==> config.mk <==
export PLATFORM = sky130hd
export DESIGN_NAME = configUart
export DESIGN_NICKNAME = d
export VERILOG_FILES = /design/src/loaderPkg.sv /design/src/uartPkg.sv /design/src/configUart.sv /design/src/dataByteDecoder.sv /design/src/loaderFsm.sv /design/src/uartRx.sv /design/src/wordAssembler.sv
export SDC_FILE = /design/constraint.sdc
export NUM_CORES = 1
export LEC_CHECK = 0
export ABC_AREA = 1
export BUFFER_PORTS_ARGS = -buffer_cell sky130_fd_sc_hd__buf_2
export CAP_MARGIN = 20
export CORE_MARGIN = 4
export CORE_UTILIZATION = 35
export CTS_CLUSTER_DIAMETER = 100
export DETAILED_ROUTE_END_ITERATION = 10
export GPL_ROUTABILITY_DRIVEN = 0
export HOLD_SLACK_MARGIN = 0.08
export PLACE_DENSITY = 0.6
export SETUP_SLACK_MARGIN = 0.1
export SLEW_MARGIN = 15
export SYNTH_ARGS = -nofsm -noshare
export SYNTH_HDL_FRONTEND = slang
export SYNTH_HIERARCHICAL = 1
export SYNTH_SLANG_ARGS = --single-unit
==> constraint.sdc <==
create_clock -name CLK -period 7.55 [get_ports CLK]
set_clock_uncertainty 0.15 [all_clocks]
set_input_delay 1.51 -clock CLK [delete_from_list [all_inputs] [get_ports CLK]]
set_output_delay 1.51 -clock CLK [all_outputs]
set_load 0.005 [all_outputs]
==> src/loaderPkg.sv <==
package loaderPkg;

    typedef logic [31:0] cfgWordT;       // one configuration word
    typedef logic [7:0]  cmdByteT;       // header command byte
    typedef logic [14:0] timeoutCountT;  // inactivity timer

    // header parser states, order matters since the header bytes step through them
    typedef enum logic [2:0] {
        idle,
        getId0,
        getId1,
        getId2,
        getCommand,
        evalCommand,
        getData
    } loaderStateT;

    // build mode, auto follows the command hex bit
    typedef enum logic [1:0] {
        modeAuto,
        modeHex,
        modeBin
    } loaderModeT;

    localparam logic [23:0] LOADER_ID = 24'h00AAFF;  // 00, AA, FF in arrival order

    localparam int CMD_HEX_BIT = 7;  // 1 selects ASCII-hex data

    // accepted values of the low command bits
    localparam logic [CMD_HEX_BIT-1:0] CMD_WRITE_A = 7'd1;
    localparam logic [CMD_HEX_BIT-1:0] CMD_WRITE_B = 7'd2;

endpackage

==> src/uartPkg.sv <==
package uartPkg;

    // one received character
    typedef logic [7:0] rxByteT;

    // clocks per bit, wide enough for slow baud rates on fast clocks
    typedef logic [11:0] baudCountT;

    typedef enum logic [1:0] {
        waitStart,   // line idle, looking for a falling edge
        delayStart,  // half a bit into the start bit
        dataBits,    // sampling the eight data bits
        stopBit      // waiting for the middle of the stop bit
    } rxStateT;

    localparam int FRAME_DATA_BITS = 8;  // 8N1

endpackage

==> src/configUart.sv <==
module configUart #(
    parameter uartPkg::baudCountT      COM_RATE       = 217,
    parameter loaderPkg::timeoutCountT TIMEOUT_CYCLES = 16776,
    parameter loaderPkg::loaderModeT   MODE           = loaderPkg::modeAuto
) (
    input  logic               CLK,
    input  logic               resetn,
    input  logic               Rx,
    output loaderPkg::cfgWordT WriteData,
    output logic               WriteStrobe,
    output logic               ComActive,
    output loaderPkg::cmdByteT Command
);
    import uartPkg::*;

    logic   frameStart;
    rxByteT rxByte;
    logic   byteValid;
    logic   dataValid;
    logic   hexMode;
    rxByteT dataByte;
    logic   dataByteValid;

    uartRx #(
        .COM_RATE(COM_RATE)
    ) rx_i (
        .CLK       (CLK),
        .resetn    (resetn),
        .Rx        (Rx),
        .frameStart(frameStart),
        .rxByte    (rxByte),
        .byteValid (byteValid)
    );

    // ComActive is the data phase itself
    loaderFsm #(
        .TIMEOUT_CYCLES(TIMEOUT_CYCLES),
        .MODE          (MODE)
    ) loader_i (
        .CLK       (CLK),
        .resetn    (resetn),
        .frameStart(frameStart),
        .rxByte    (rxByte),
        .byteValid (byteValid),
        .dataValid (dataValid),
        .hexMode   (hexMode),
        .dataPhase (ComActive),
        .Command   (Command)
    );

    dataByteDecoder decoder_i (
        .CLK          (CLK),
        .resetn       (resetn),
        .rxByte       (rxByte),
        .dataValid    (dataValid),
        .hexMode      (hexMode),
        .dataPhase    (ComActive),
        .dataByte     (dataByte),
        .dataByteValid(dataByteValid)
    );

    wordAssembler assembler_i (
        .CLK          (CLK),
        .resetn       (resetn),
        .dataByte     (dataByte),
        .dataByteValid(dataByteValid),
        .dataPhase    (ComActive),
        .WriteData    (WriteData),
        .WriteStrobe  (WriteStrobe)
    );

endmodule

==> src/dataByteDecoder.sv <==
module dataByteDecoder (
    input  logic            CLK,
    input  logic            resetn,
    input  uartPkg::rxByteT rxByte,
    input  logic            dataValid,
    input  logic            hexMode,
    input  logic            dataPhase,
    output uartPkg::rxByteT dataByte,
    output logic            dataByteValid
);
    import uartPkg::*;

    typedef enum logic {
        highNibble,
        lowNibble
    } pairStateT;

    pairStateT  pairState;
    logic [4:0] nibble;   // bit 4 set for a non-hex character
    logic       hexOk;
    logic [3:0] highReg;

    // ASCII 0-9, A-F, a-f to a nibble
    function automatic logic [4:0] hexNibble(input rxByteT c);
        rxByteT v;
        if (c >= 8'h30 && c <= 8'h39) begin
            v = c - 8'h30;
        end else if (c >= 8'h41 && c <= 8'h46) begin
            v = c - 8'h37;
        end else if (c >= 8'h61 && c <= 8'h66) begin
            v = c - 8'h57;
        end else begin
            v = 8'h10;
        end
        return v[4:0];
    endfunction

    assign nibble = hexNibble(rxByte);
    assign hexOk  = !nibble[4];

    always_ff @(posedge CLK or negedge resetn) begin
        if (!resetn) begin
            pairState     <= highNibble;
            dataByteValid <= 1'b0;
        end else begin
            dataByteValid <= 1'b0;
            if (!dataPhase) begin
                pairState <= highNibble;
            end else if (dataValid) begin
                if (!hexMode) begin
                    dataByteValid <= 1'b1;
                end else if (hexOk) begin  // spaces and line ends just fall through
                    if (pairState == highNibble) begin
                        pairState <= lowNibble;
                    end else begin
                        pairState     <= highNibble;
                        dataByteValid <= 1'b1;
                    end
                end
            end
        end
    end

    always_ff @(posedge CLK) begin
        if (dataValid) begin
            if (!hexMode) begin
                dataByte <= rxByte;
            end else if (hexOk && pairState == highNibble) begin
                highReg <= nibble[3:0];
            end else if (hexOk) begin
                dataByte <= {highReg, nibble[3:0]};
            end
        end
    end

endmodule

==> src/loaderFsm.sv <==
module loaderFsm #(
    parameter loaderPkg::timeoutCountT TIMEOUT_CYCLES = 16776,
    parameter loaderPkg::loaderModeT   MODE           = loaderPkg::modeAuto
) (
    input  logic               CLK,
    input  logic               resetn,
    input  logic               frameStart,
    input  uartPkg::rxByteT    rxByte,
    input  logic               byteValid,
    output logic               dataValid,
    output logic               hexMode,
    output logic               dataPhase,
    output loaderPkg::cmdByteT Command
);
    import loaderPkg::*;

    loaderStateT  state;
    logic [23:0]  idReg;
    cmdByteT      cmdReg;
    timeoutCountT timer;
    logic         timedOut;
    logic         headerOk;

    assign timedOut = (timer == '0);

    assign headerOk = (idReg == LOADER_ID) &&
                      (cmdReg[CMD_HEX_BIT-1:0] == CMD_WRITE_A ||
                       cmdReg[CMD_HEX_BIT-1:0] == CMD_WRITE_B);

    always_ff @(posedge CLK or negedge resetn) begin
        if (!resetn) begin
            state <= idle;
        end else begin
            case (state)
                idle: begin
                    if (frameStart) begin
                        state <= getId0;
                    end
                end
                evalCommand: begin
                    // always a single cycle, the timer cannot expire here
                    if (headerOk) begin
                        state <= getData;
                    end else begin
                        state <= idle;
                    end
                end
                getData: begin
                    if (timedOut) begin
                        state <= idle;  // line went quiet, load is over
                    end
                end
                default: begin  // header bytes
                    if (timedOut) begin
                        state <= idle;
                    end else if (byteValid) begin
                        state <= loaderStateT'(state + 1'b1);
                    end
                end
            endcase
        end
    end

    // ID bytes shift in from the right, 00 ends up on top
    always_ff @(posedge CLK) begin
        if (byteValid && state inside {getId0, getId1, getId2}) begin
            idReg <= {idReg[15:0], rxByte};
        end
    end

    always_ff @(posedge CLK or negedge resetn) begin
        if (!resetn) begin
            cmdReg <= '0;
        end else if (byteValid && state == getCommand) begin
            cmdReg <= rxByte;  // kept even if the header is rejected
        end
    end

    // inactivity timer, restarted by every start bit
    always_ff @(posedge CLK or negedge resetn) begin
        if (!resetn) begin
            timer <= TIMEOUT_CYCLES;
        end else if (state == idle || frameStart) begin
            timer <= TIMEOUT_CYCLES;
        end else if (!timedOut) begin
            timer <= timer - 1'b1;
        end
    end

    assign dataPhase = (state == getData);
    assign dataValid = byteValid && dataPhase;
    assign hexMode   = (MODE == modeHex) || ((MODE == modeAuto) && cmdReg[CMD_HEX_BIT]);
    assign Command   = cmdReg;

    evalOneCycle: assert property (@(posedge CLK) disable iff (!resetn)
        state == evalCommand |=> state != evalCommand);

endmodule

==> src/uartRx.sv <==
module uartRx #(
    parameter uartPkg::baudCountT COM_RATE = 217
) (
    input  logic            CLK,
    input  logic            resetn,
    input  logic            Rx,
    output logic            frameStart,
    output uartPkg::rxByteT rxByte,
    output logic            byteValid
);
    import uartPkg::*;

    localparam int BIT_IDX_W = $clog2(FRAME_DATA_BITS);
    localparam logic [BIT_IDX_W-1:0] LAST_BIT = BIT_IDX_W'(FRAME_DATA_BITS - 1);

    rxStateT              rxState;
    baudCountT            baudCount;
    logic                 baudTick;
    logic                 rxSync;
    logic [BIT_IDX_W-1:0] bitIndex;
    rxByteT               shiftReg;

    always_ff @(posedge CLK or negedge resetn) begin
        if (!resetn) begin
            rxSync <= 1'b1;  // line idles high
        end else begin
            rxSync <= Rx;
        end
    end

    // baud tick generator, period COM_RATE + 1
    always_ff @(posedge CLK or negedge resetn) begin
        if (!resetn) begin
            baudCount <= COM_RATE >> 1;
            baudTick  <= 1'b0;
        end else if (rxState == waitStart) begin
            baudCount <= COM_RATE >> 1;  // first tick lands mid start bit
            baudTick  <= 1'b0;
        end else if (baudCount == '0) begin
            baudCount <= COM_RATE;
            baudTick  <= 1'b1;
        end else begin
            baudCount <= baudCount - 1'b1;
            baudTick  <= 1'b0;
        end
    end

    always_ff @(posedge CLK or negedge resetn) begin
        if (!resetn) begin
            rxState    <= waitStart;
            bitIndex   <= '0;
            frameStart <= 1'b0;
            byteValid  <= 1'b0;
        end else begin
            frameStart <= (rxState == waitStart) && !rxSync;
            byteValid  <= (rxState == stopBit) && baudTick;
            case (rxState)
                waitStart: begin
                    bitIndex <= '0;
                    if (!rxSync) begin
                        rxState <= delayStart;
                    end
                end
                delayStart: begin
                    if (baudTick) begin
                        rxState <= dataBits;
                    end
                end
                dataBits: begin
                    if (baudTick) begin
                        bitIndex <= bitIndex + 1'b1;
                        if (bitIndex == LAST_BIT) begin
                            rxState <= stopBit;
                        end
                    end
                end
                default: begin  // stopBit, level not checked
                    if (baudTick) begin
                        rxState <= waitStart;
                    end
                end
            endcase
        end
    end

    always_ff @(posedge CLK) begin
        if (rxState == dataBits && baudTick) begin
            shiftReg <= {rxSync, shiftReg[FRAME_DATA_BITS-1:1]};  // LSB arrives first
        end
    end

    assign rxByte = shiftReg;  // holds until the next frame's first data bit

    singleByteValid: assert property (@(posedge CLK) disable iff (!resetn)
        byteValid |=> !byteValid);

endmodule

==> src/wordAssembler.sv <==
module wordAssembler (
    input  logic               CLK,
    input  logic               resetn,
    input  uartPkg::rxByteT    dataByte,
    input  logic               dataByteValid,
    input  logic               dataPhase,
    output loaderPkg::cfgWordT WriteData,
    output logic               WriteStrobe
);
    import uartPkg::*;
    import loaderPkg::*;

    typedef enum logic [1:0] {
        byte0,
        byte1,
        byte2,
        byte3
    } bytePosT;

    bytePosT bytePos;
    logic    dataPhaseQ;
    logic    phaseStart;

    assign phaseStart = dataPhase && !dataPhaseQ;

    always_ff @(posedge CLK or negedge resetn) begin
        if (!resetn) begin
            dataPhaseQ  <= 1'b0;
            bytePos     <= byte0;
            WriteData   <= '0;
            WriteStrobe <= 1'b0;
        end else begin
            dataPhaseQ  <= dataPhase;
            WriteStrobe <= dataByteValid && (bytePos == byte3);
            if (phaseStart) begin
                // drop whatever a timed out load left behind
                bytePos   <= byte0;
                WriteData <= '0;
            end else if (dataByteValid) begin
                bytePos   <= bytePosT'(bytePos + 1'b1);  // wraps after byte3
                // MSB first, the first byte ends up on top after four shifts
                WriteData <= {WriteData[$bits(cfgWordT)-$bits(rxByteT)-1:0], dataByte};
            end
        end
    end

    strobeAfterByte: assert property (@(posedge CLK) disable iff (!resetn)
        WriteStrobe |-> $past(dataByteValid));

endmodule

==> metrics.txt, run 1 <==
status complete, no violations; TritonCTS clock tree yes; Area Growth Syn to Fin 16.5%; Vias roughly 4,400; pin count of the biggest net entering global routing 67; Finish-stage setup viols 0; Cells after DPL between 900 and 1,000; PostCTS Resize Cnt 0; Max Transition Viols Final 0; Antenna Nets Post-Route 0; n_diodes 0; initial core utilization 0.360; fin worst setup slack ~4400 ps; Pwr Density ~280 nW/um2; clock sink total about 130; Synth async-reset ratio 0.659; Seq/Total Area, Yosys 0.552; starting DRC count in detailed routing slightly below 300; WS Path Type reg -> out; Synth cell types 37; LEAKAGE between 3 and 4 nW; gate count after technology mapping 715; Worst Hold Class reg -> reg; detailed-placement wirelength estimate 8.21 mm; Reg clk slew, reported paths 60 ps; Wirelength per Cell roughly 12 um; Avg Inst Size Synth about 8.8 um2; All-Layer GR Usage 0.126; fillers 1,708; crit path DAT roughly 1500 ps; final design instance area without fill 7300 um2; Synthesized Nets ~740; setup TNS 0 ps; Final Cycle Share 0.419; CTS Buffer Depth 2; global route overflow 0; global-route wire length before repair roughly 20 mm; # IOs 45; TritonRoute pass-1 iters 4; layout cell share with drive strength beyond 1 0.179; Netlist Area Pre-Place 6270 um2; Tightest Pin Transition 1010 ps; CTS H-tree depth 4; die area roughly 20,000 um2; Seq cells post-synth 129; top-count cell post-synth nand2_1; setup bufs post-CTS 0; # rows 48; cts hold-fix bufs 0; WL final between 10 and 15 mm; final layout net count just under 800; synth cell count leaders 186 x nand2_1, 134 x nor2_1, 93 x inv_1; Critical Path Fanout Max 5; post-synth top area share 0.303; Num CTS Buffers 17; critical path launch point type flop; post-route insts no fill approximately 1,000; die width about 140 um; max-cap viol count 0; dpl cell area around 6700 um2; dominant synthesized flop cell dfrtp_1; # DRC 0; pre-CTS setup slack between 4000 and 5000 ps; area leader, netlist dfrtp_1; Highest Clock Rate about 0.32 GHz; synth warn 6; worst vdd ir ~120 uV; Fin. Hold Viols 0; crit path capture type primary output; number of global-route vias before repair roughly 4,200; Core Area approximately 17,000 um2; Vias/cell roughly 4.4; critical path required time 5890 ps; top post-synthesis cells by area dfrtp_1 30%, edfxtp_1 21%, nand2_1 11%; IO Port Bufs between 40 and 50; Clock Latency Late Sink just over 400 ps; initial antenna violation count 0; Root Buffer clkbuf_16; die height approximately 140 um; Fin Hold WS around 290 ps; RSZ-0062 raised after global routing false; Util after Layout 0.419; Worst slew margin 0.327; Tot Pwr between 2 and 2.5 mW; post-route minimum period approximately 3200 ps; Post-synth EDFFs 44
[cell type report]
class,count,area (um2),share of cell area
Inverter,101,379,0.0519
Tap cell,225,282,0.0386
Clock buffer,18,429,0.0588
Multi-Input combinational cell,471,2340,0.320
Sequential cell,129,3460,0.474
Clock inverter,14,165,0.0226
Timing Repair Buffer,47,245,0.0336
[metal layers]
metal  share of wire  track usage  vias to the layer above  wire length [um]
met5               0            0                        -                 0
met4           0.011       0.0394                        0               128
met3           0.050       0.0458                       10               601
met2            0.46        0.193                       67              5510
met1            0.48        0.168                     2007              5810
li1                -            -                     2341                 -
[critical path, cell delays in order (launching register included)]
cell and delay (ps):
dfrtp_1 410, inv_1 110, ha_1 170, nand2_1 100, inv_1 160, buf_2 140
[cells in the final DEF (no fill, tap or decap), types with 2 or more instances in the layout]
cell type,instances
nand2_1,186
nor2_1,134
inv_1,93
dfrtp_1,76
edfxtp_1,44
buf_2,43
nand3_1,32
ha_1,19
clkbuf_16,17
o21ai_0,11
nor2_2,10
a21oi_1,10
dfstp_2,9
inv_2,8
nand2_2,8
nand4_1,7
o21ai_1,7
nand3b_1,6
o21ai_2,5
mux2_2,5
buf_4,4
clkinvlp_4,4
nand2_4,4
or2_2,4
bufinv_16,3
clkinv_2,3
nor3_1,3
xor2_1,3
clkinv_4,2
nand3_2,2
a21oi_2,2
nor2_8,2
nor2_4,2
a22o_1,2
[power breakdown]
group          switching, mW  internal, mW  total (mW)
Clock                  0.301         0.517       0.819
Sequential            0.0528         0.779       0.832
Combinational          0.248         0.131       0.379
Total                  0.602          1.43        2.03
[flip-flops by register name, summed over array words and instances (netlist names), 2 cells and up]
name	flops
assembler_i/WriteData	32
loader_i/idReg	24
loader_i/timer	15
rx_i/baudCount	12
decoder_i/dataByte	8
loader_i/Command	8
rx_i/rxByte	8
decoder_i/highReg	4
loader_i/state	3
rx_i/bitIndex	3
assembler_i/bytePos	2
rx_i/rxState	2
[kinds of logic (layout without fill, tap and decap cells)]
kind of cell               Yosys count  in the layout  synth area share
adders and majority gates           19             19            0.0379
and+or+nand+nor                    403            403             0.282
muxes                                5              5           0.00898
xor gates and xnor gates             4              4           0.00559
AOI/OAI and AO/OA                   40             40            0.0375
buffers and inverters              115            180            0.0755
DFF                                129            129             0.552
[path summary, 6_finish.rpt]
check | start | endpoint | slack [ps] | cells after the start
worst max-delay path | loader_i/state[0]$_DFFE_PN0P_ | ComActive | 4390 | 5
worst max register to register | rx_i/rxByte[0]$_DFFE_PP_ | decoder_i/dataByte[0]$_DFFE_PP_ | 5380 | 11
worst min-delay path | loader_i/idReg[2]$_DFFE_PP_ | loader_i/idReg[10]$_DFFE_PP_ | 290 | 0
min in group asynchronous | resetn | loader_i/timer[6]$_DFFE_PN0P_ | 860 | 1
max in group asynchronous | resetn | rx_i/baudCount[0]$_DFF_PN0_ | 5300 | 2
worst min register to register | loader_i/idReg[2]$_DFFE_PP_ | loader_i/idReg[10]$_DFFE_PP_ | 290 | 0
Power figures use the tool's default switching activity.
==> run 2: changes to the inputs <==
==> constraint.sdc (replaced) <==
create_clock -name CLK -period 3.2 [get_ports CLK]
set_clock_uncertainty 0.15 [all_clocks]
set_input_delay 0.64 -clock CLK [delete_from_list [all_inputs] [get_ports CLK]]
set_output_delay 0.64 -clock CLK [all_outputs]
set_load 0.005 [all_outputs]
==> metrics.txt, run 2 (synthesis gave the netlist of run 1 again) <==
Vias/cell 4.42 (was 4.40); critical path launch point type flop (unchanged); Fin. Hold Viols 0 (unchanged); global-route wire length before repair 20.9 mm (was 20.3 mm); RSZ-0062 raised after global routing false (unchanged); n_diodes 0 (unchanged); CTS Buffer Depth 2 (unchanged); Area Growth Syn to Fin 16.9% (was 16.5%); setup TNS 0 ps (unchanged); Worst Hold Class in -> reg (was reg -> reg); Worst slew margin 0.321 (was 0.327); WL final 12.2 mm (was 12.1 mm); Max Transition Viols Final 0 (unchanged); TritonCTS clock tree yes (unchanged); clock power share 0.407 (was 0.403); Antenna Nets Post-Route 0 (unchanged); status complete, no violations (unchanged); critical path required time 2410 ps (was 5890 ps); global route overflow 0 (unchanged); initial core utilization 0.360 (unchanged); Vias 4,447 (was 4,425); Tightest Pin Transition 1020 ps (was 1010 ps); pin count of the biggest net entering global routing 67 (unchanged); worst vdd ir 448 uV (was 123 uV); die width 142 um (unchanged); clock sink total 129 (unchanged); Flop pwr share 0.408 (was 0.410); max-cap viol count 0 (unchanged); crit path DAT 1520 ps (was 1500 ps); LEAKAGE 3.80 nW (was 3.78 nW); sw frac 0.297 (about the same); Final Cycle Share 0.723; Comb pwr share 0.185 (was 0.187); starting DRC count in detailed routing 254 (was 289); Critical Path Fanout Max 5 (unchanged); post-route minimum period around 2300 ps; number of global-route vias before repair 4,323 (was 4,175); Wirelength per Cell 12.1 um (was 12.0 um); final layout net count 790 (was 789); Min-Delay Startpoint Rx (was loader_i/idReg[2]$_DFFE_PP_); CTS H-tree depth 4 (unchanged); met1 Resource Use GR 0.178 (was 0.168); All-Layer GR Usage 0.129 (was 0.126); Highest Clock Rate between 0.4 and 0.5 GHz; Tot Pwr 4.82 mW (was 2.03 mW); die area 20,100 um2 (unchanged); Pwr Density 658 nW/um2 (was 278 nW/um2); # DRC 0 (unchanged); crit path capture type primary output (unchanged); WS Path Type reg -> out (unchanged); TritonRoute pass-1 iters 4 (unchanged); Num CTS Buffers 17 (unchanged); # rows 48 (unchanged); Reg clk slew, reported paths 60 ps (about the same); layout cell share with drive strength beyond 1 0.181 (was 0.179); IO Port Bufs 44 (unchanged); die height 142 um (unchanged); Largest Register assembler_i/WriteData (unchanged); Core Area 17,400 um2 (unchanged); Finish-stage setup viols 0 (unchanged); busiest layer in global routing met2 (unchanged); detailed-placement wirelength estimate 8.37 mm (was 8.21 mm); reg2reg start rx_i/rxByte[0]$_DFFE_PP_ (unchanged); Clock Latency Late Sink 420 ps (was 410 ps); Crit. Startpoint loader_i/state[0]$_DFFE_PN0P_ (unchanged); commonest non-fill, non-tap cells in the layout 186 x nand2_1, 134 x nor2_1, 93 x inv_1 (unchanged); sw power 1.43 mW (was 602 uW); met3 GRT Util 0.0408 (was 0.0458); top flop regs assembler_i/WriteData: 32 flops, loader_i/idReg: 24 flops, loader_i/timer: 15 flops (unchanged); Largest register FFs 32 (unchanged); grt met2 use 0.191 (was 0.193); Pint 3.39 mW (was 1.43 mW); # IOs 45 (unchanged); Root Buffer clkbuf_16 (unchanged); most common cell after layout, fill and taps aside nand2_1 (unchanged); initial antenna violation count 0 (unchanged)
run 2: final timing paths:
path / slack (ps) / to / depth (start not counted)
setup / recovery: 890 / ComActive / 5
max in group asynchronous: 1660 / rx_i/baudCount[6]$_DFF_PN1_ / 3
setup reg to reg: 1050 / decoder_i/dataByte[4]$_DFFE_PP_ / 11
hold / removal: 170 / rx_i/rxSync$_DFF_PN1_ / 1
min in group asynchronous: 550 / loader_i/timer[6]$_DFFE_PN0P_ / 2
hold reg to reg: 300 / loader_i/idReg[8]$_DFFE_PP_ / 0
run 2: power groups by stage:
stage | clock network, mW | registers, mW | logic (mW)
detailed placement | 0 | 1.99 | 0.903
finish | 1.96 | 1.97 | 0.894
floorplan | 0 | 1.96 | 0.739
global route | 2.09 | 1.99 | 1.05
CTS | 2.02 | 1.97 | 0.908
global placement | 0 | 1.99 | 0.893
run 2: cell type report:
type	count	area, um2
Timing Repair Buffer	48	268
Fill cell	1701	10100
Tap cell	225	282
Multi-Input combinational cell	471	2340
Clock inverter	14	163
Inverter	101	379
Sequential cell	129	3460
Clock buffer	18	439
run 2: worst max-delay path: stages (launching register included):
cell	delay, ps
dfrtp_1	400
inv_1	110
ha_1	170
nand2_1	100
inv_1	160
buf_2	170
run 2: repair_timing:
| action | in CTS | in global routing |
|---|---|---|
| buffers inserted | 0 | 0 |
| resized for setup | 0 | 0 |
| hold endpoints to repair | 20 | 0 |
| hold buffers | 1 | 0 |
run 2: through the flow:
step                hold slack [ps]   util  cells  setup slack [ps]  cell area, um2
CTS                             148  0.421   1006               855            7330
floorplan                       194      -    715               716            6270
detailed placement              285  0.386    973              1060            6720
finish                          170  0.421   1006               887            7330
global route                    144  0.421   1006               738            7330
global placement                283  0.386    973              1140            6720
run 2: routing by layer:
metal	part of all wire	routed length [um]
met5	0	0
met1	0.50	6050
met4	0.011	132
met2	0.44	5380
met3	0.050	615
==> run 3: changes to the inputs <==
==> constraint.sdc (replaced) <==
create_clock -name CLK -period 2.2 [get_ports CLK]
set_clock_uncertainty 0.15 [all_clocks]
set_input_delay 0.44 -clock CLK [delete_from_list [all_inputs] [get_ports CLK]]
set_output_delay 0.44 -clock CLK [all_outputs]
set_load 0.005 [all_outputs]
==> metrics.txt, run 3 (synthesis gave the netlist of run 1 again) <==
status complete, no violations (unchanged); Critical Path Fanout Max 8 (was 5); starting DRC count in detailed routing 199 (was 254); Root Buffer clkbuf_16 (unchanged); # IOs 45 (unchanged); Tightest Pin Transition 470 ps (was 1020 ps); die area 20,100 um2 (unchanged); Flop pwr share 0.392 (was 0.408); critical path's slowest cell edfxtp_1 (was dfrtp_1); worst path bufs/invs 2 (was 3); critical path launch point type flop (unchanged); Reg clk slew, reported paths 60 ps (about the same); final layout net count 800 (was 790); detailed-placement wirelength estimate 8.19 mm (was 8.37 mm); fin worst setup slack 200 ps (was 887 ps); Comb pwr share 0.181 (was 0.185); Worst slew margin 0.687 (was 0.321); Max Transition Viols Final 0 (unchanged); Final Cycle Share 0.909; commonest non-fill, non-tap cells in the layout 185 x nand2_1, 134 x nor2_1, 90 x inv_1 (was 186 x nand2_1, 134 x nor2_1, 93 x inv_1); setup TNS 0 ps (unchanged); Crit path top cell by count nand2_1 (was inv_1); Num CTS Buffers 17 (unchanged); critical path's top delay family simple AND/OR/NAND/NOR gates (was buffers and inverters); top flop regs assembler_i/WriteData: 32 flops, loader_i/idReg: 24 flops, loader_i/timer: 15 flops (unchanged); IO Port Bufs 44 (unchanged); max-cap viol count 0 (unchanged); CP peak stage delay 470 ps (was 400 ps); CTS Buffer Depth 2 (unchanged); crit path DAT 2030 ps (was 1520 ps); Vias/cell 4.40 (was 4.42); CP cell instances buf_4, ha_1, nor2_1, nand3_1, nand3_4, nand2_4, nand3_2, nand2_1, nand2_1, inv_4 (was inv_1, ha_1, nand2_1, inv_1, buf_2); Pint 5.17 mW (was 3.39 mW); Largest register FFs 32 (unchanged); Worst Hold Class reg -> reg (was in -> reg); WL final 11.9 mm (was 12.2 mm); crit path capture type flop (was primary output); worst vdd ir 691 uV (was 448 uV); global-route wire length before repair 20.1 mm (was 20.9 mm); TritonCTS clock tree yes (unchanged); number of global-route vias before repair 4,274 (was 4,323); LEAKAGE 3.86 nW (was 3.80 nW); Highest Clock Rate 0.500 GHz; Vias 4,471 (was 4,447); critical path required time 2230 ps (was 2410 ps); clock power share 0.427 (was 0.407); pin count of the biggest net entering global routing 39 (was 67); pre-CTS setup slack 65.8 ps (was 1060 ps); die width 142 um (unchanged); Pwr Density 972 nW/um2 (was 658 nW/um2); # DRC 0 (unchanged); global route overflow 0 (unchanged); TritonRoute pass-1 iters 4 (unchanged); Wirelength per Cell 11.7 um (was 12.1 um); layout cell share with drive strength beyond 1 0.196 (was 0.181); Fin. Hold Viols 0 (unchanged); Area Growth Syn to Fin 19.3% (was 16.9%); initial core utilization 0.360 (unchanged); WS Path Type reg -> reg (was reg -> out); Antenna Nets Post-Route 0 (unchanged); Core Area 17,400 um2 (unchanged); Largest Register assembler_i/WriteData (unchanged); # rows 48 (unchanged); n_diodes 0 (unchanged); Finish-stage setup viols 0 (unchanged); sw frac 0.289 (was 0.297); Clock Latency Late Sink 420 ps (about the same); most common cell after layout, fill and taps aside nand2_1 (unchanged); sw power 2.10 mW (was 1.43 mW); initial antenna violation count 0 (unchanged); RSZ-0062 raised after global routing false (unchanged); CTS H-tree depth 4 (unchanged); clock sink total 129 (unchanged); post-route minimum period 2000 ps; die height 142 um (unchanged); All-Layer GR Usage 0.125 (was 0.129)
## run 3: cell count changes in the layout (fill, tap and decap cells not counted), sizes merged
cell,delta
buf,+9
clkinv,-3
bufinv,+2
clkbuf,-1
clkinvlp,+1
dlygate4sd3,+1
inv,+1
## run 3: repair_timing
item                       in CTS  in global routing
setup endpoints to repair       9                  9
buffers inserted                0                  3
gates resized for setup         2                  3
gates cloned                    0                  0
hold buffers                    2                  0
hold endpoints to repair       19                  0
## run 3: metal layers
metal	wire length (um)	track usage	share of wire	up-vias
met5	0	0	0	-
met4	192	0.0485	0.016	0
met3	561	0.0364	0.047	14
met2	5270	0.193	0.44	83
met1	5900	0.167	0.49	2012
li1	-	-	-	2362
## run 3: worst reg2reg max path, stage by stage, from the launching register on
cell      delay [ps]
edfxtp_1         470
buf_4            190
ha_1             220
nor2_1           110
nand3_1          130
nand3_4          120
nand2_4           70
nand3_2           50
nand2_1           40
nand2_1          130
inv_4             80
## run 3: per-stage QoR
stage / total power [mW] / instance area [um2] / util / instances / hold slack, ps
2_1_floorplan: 3.93 / 6270 / - / 715 / -5.59
3_3_place_gp: 4.19 / 6770 / 0.389 / 979 / 211
3_5_place_dp: 4.20 / 6770 / 0.389 / 979 / 217
4_1_cts: 7.36 / 7450 / 0.428 / 1013 / 288
5_1_grt: 7.71 / 7480 / 0.429 / 1016 / 309
6_report: 7.27 / 7480 / 0.429 / 1016 / 290
## run 3: worst paths after layout
check / from / end / slack, ps / cells after the start
hold reg to reg: loader_i/idReg[8]$_DFFE_PP_ / loader_i/idReg[16]$_DFFE_PP_ / 290 / 0
max in group asynchronous: resetn / rx_i/baudCount[2]$_DFF_PN1_ / 980 / 3
setup reg to reg: rx_i/rxByte[0]$_DFFE_PP_ / decoder_i/dataByte[6]$_DFFE_PP_ / 200 / 10
setup / recovery: rx_i/rxByte[0]$_DFFE_PP_ / decoder_i/dataByte[6]$_DFFE_PP_ / 200 / 10
hold / removal: loader_i/idReg[8]$_DFFE_PP_ / loader_i/idReg[16]$_DFFE_PP_ / 290 / 0
min in group asynchronous: resetn / assembler_i/WriteData[30]$_DFFE_PN0P_ / 320 / 2
## run 3: layout make-up
class / instances / area [um2]
clock buffers: 17 / 425
clock inverters: 15 / 233
fillers: 1677 / 9940
inverters: 101 / 382
multi-input cells: 471 / 2340
flip-flops and latches: 129 / 3460
well taps: 225 / 282
repair buffers: 58 / 358
## run 3: power by group through the flow
| stage | logic [mW] | clock network [mW] | registers, mW |
|---|---|---|---|
| after floorplan | 1.08 | 0 | 2.85 |
| after global placement | 1.29 | 0 | 2.90 |
| after detailed placement | 1.31 | 0 | 2.89 |
| after CTS | 1.32 | 3.19 | 2.85 |
| after global routing | 1.53 | 3.31 | 2.88 |
| final | 1.31 | 3.11 | 2.85 |
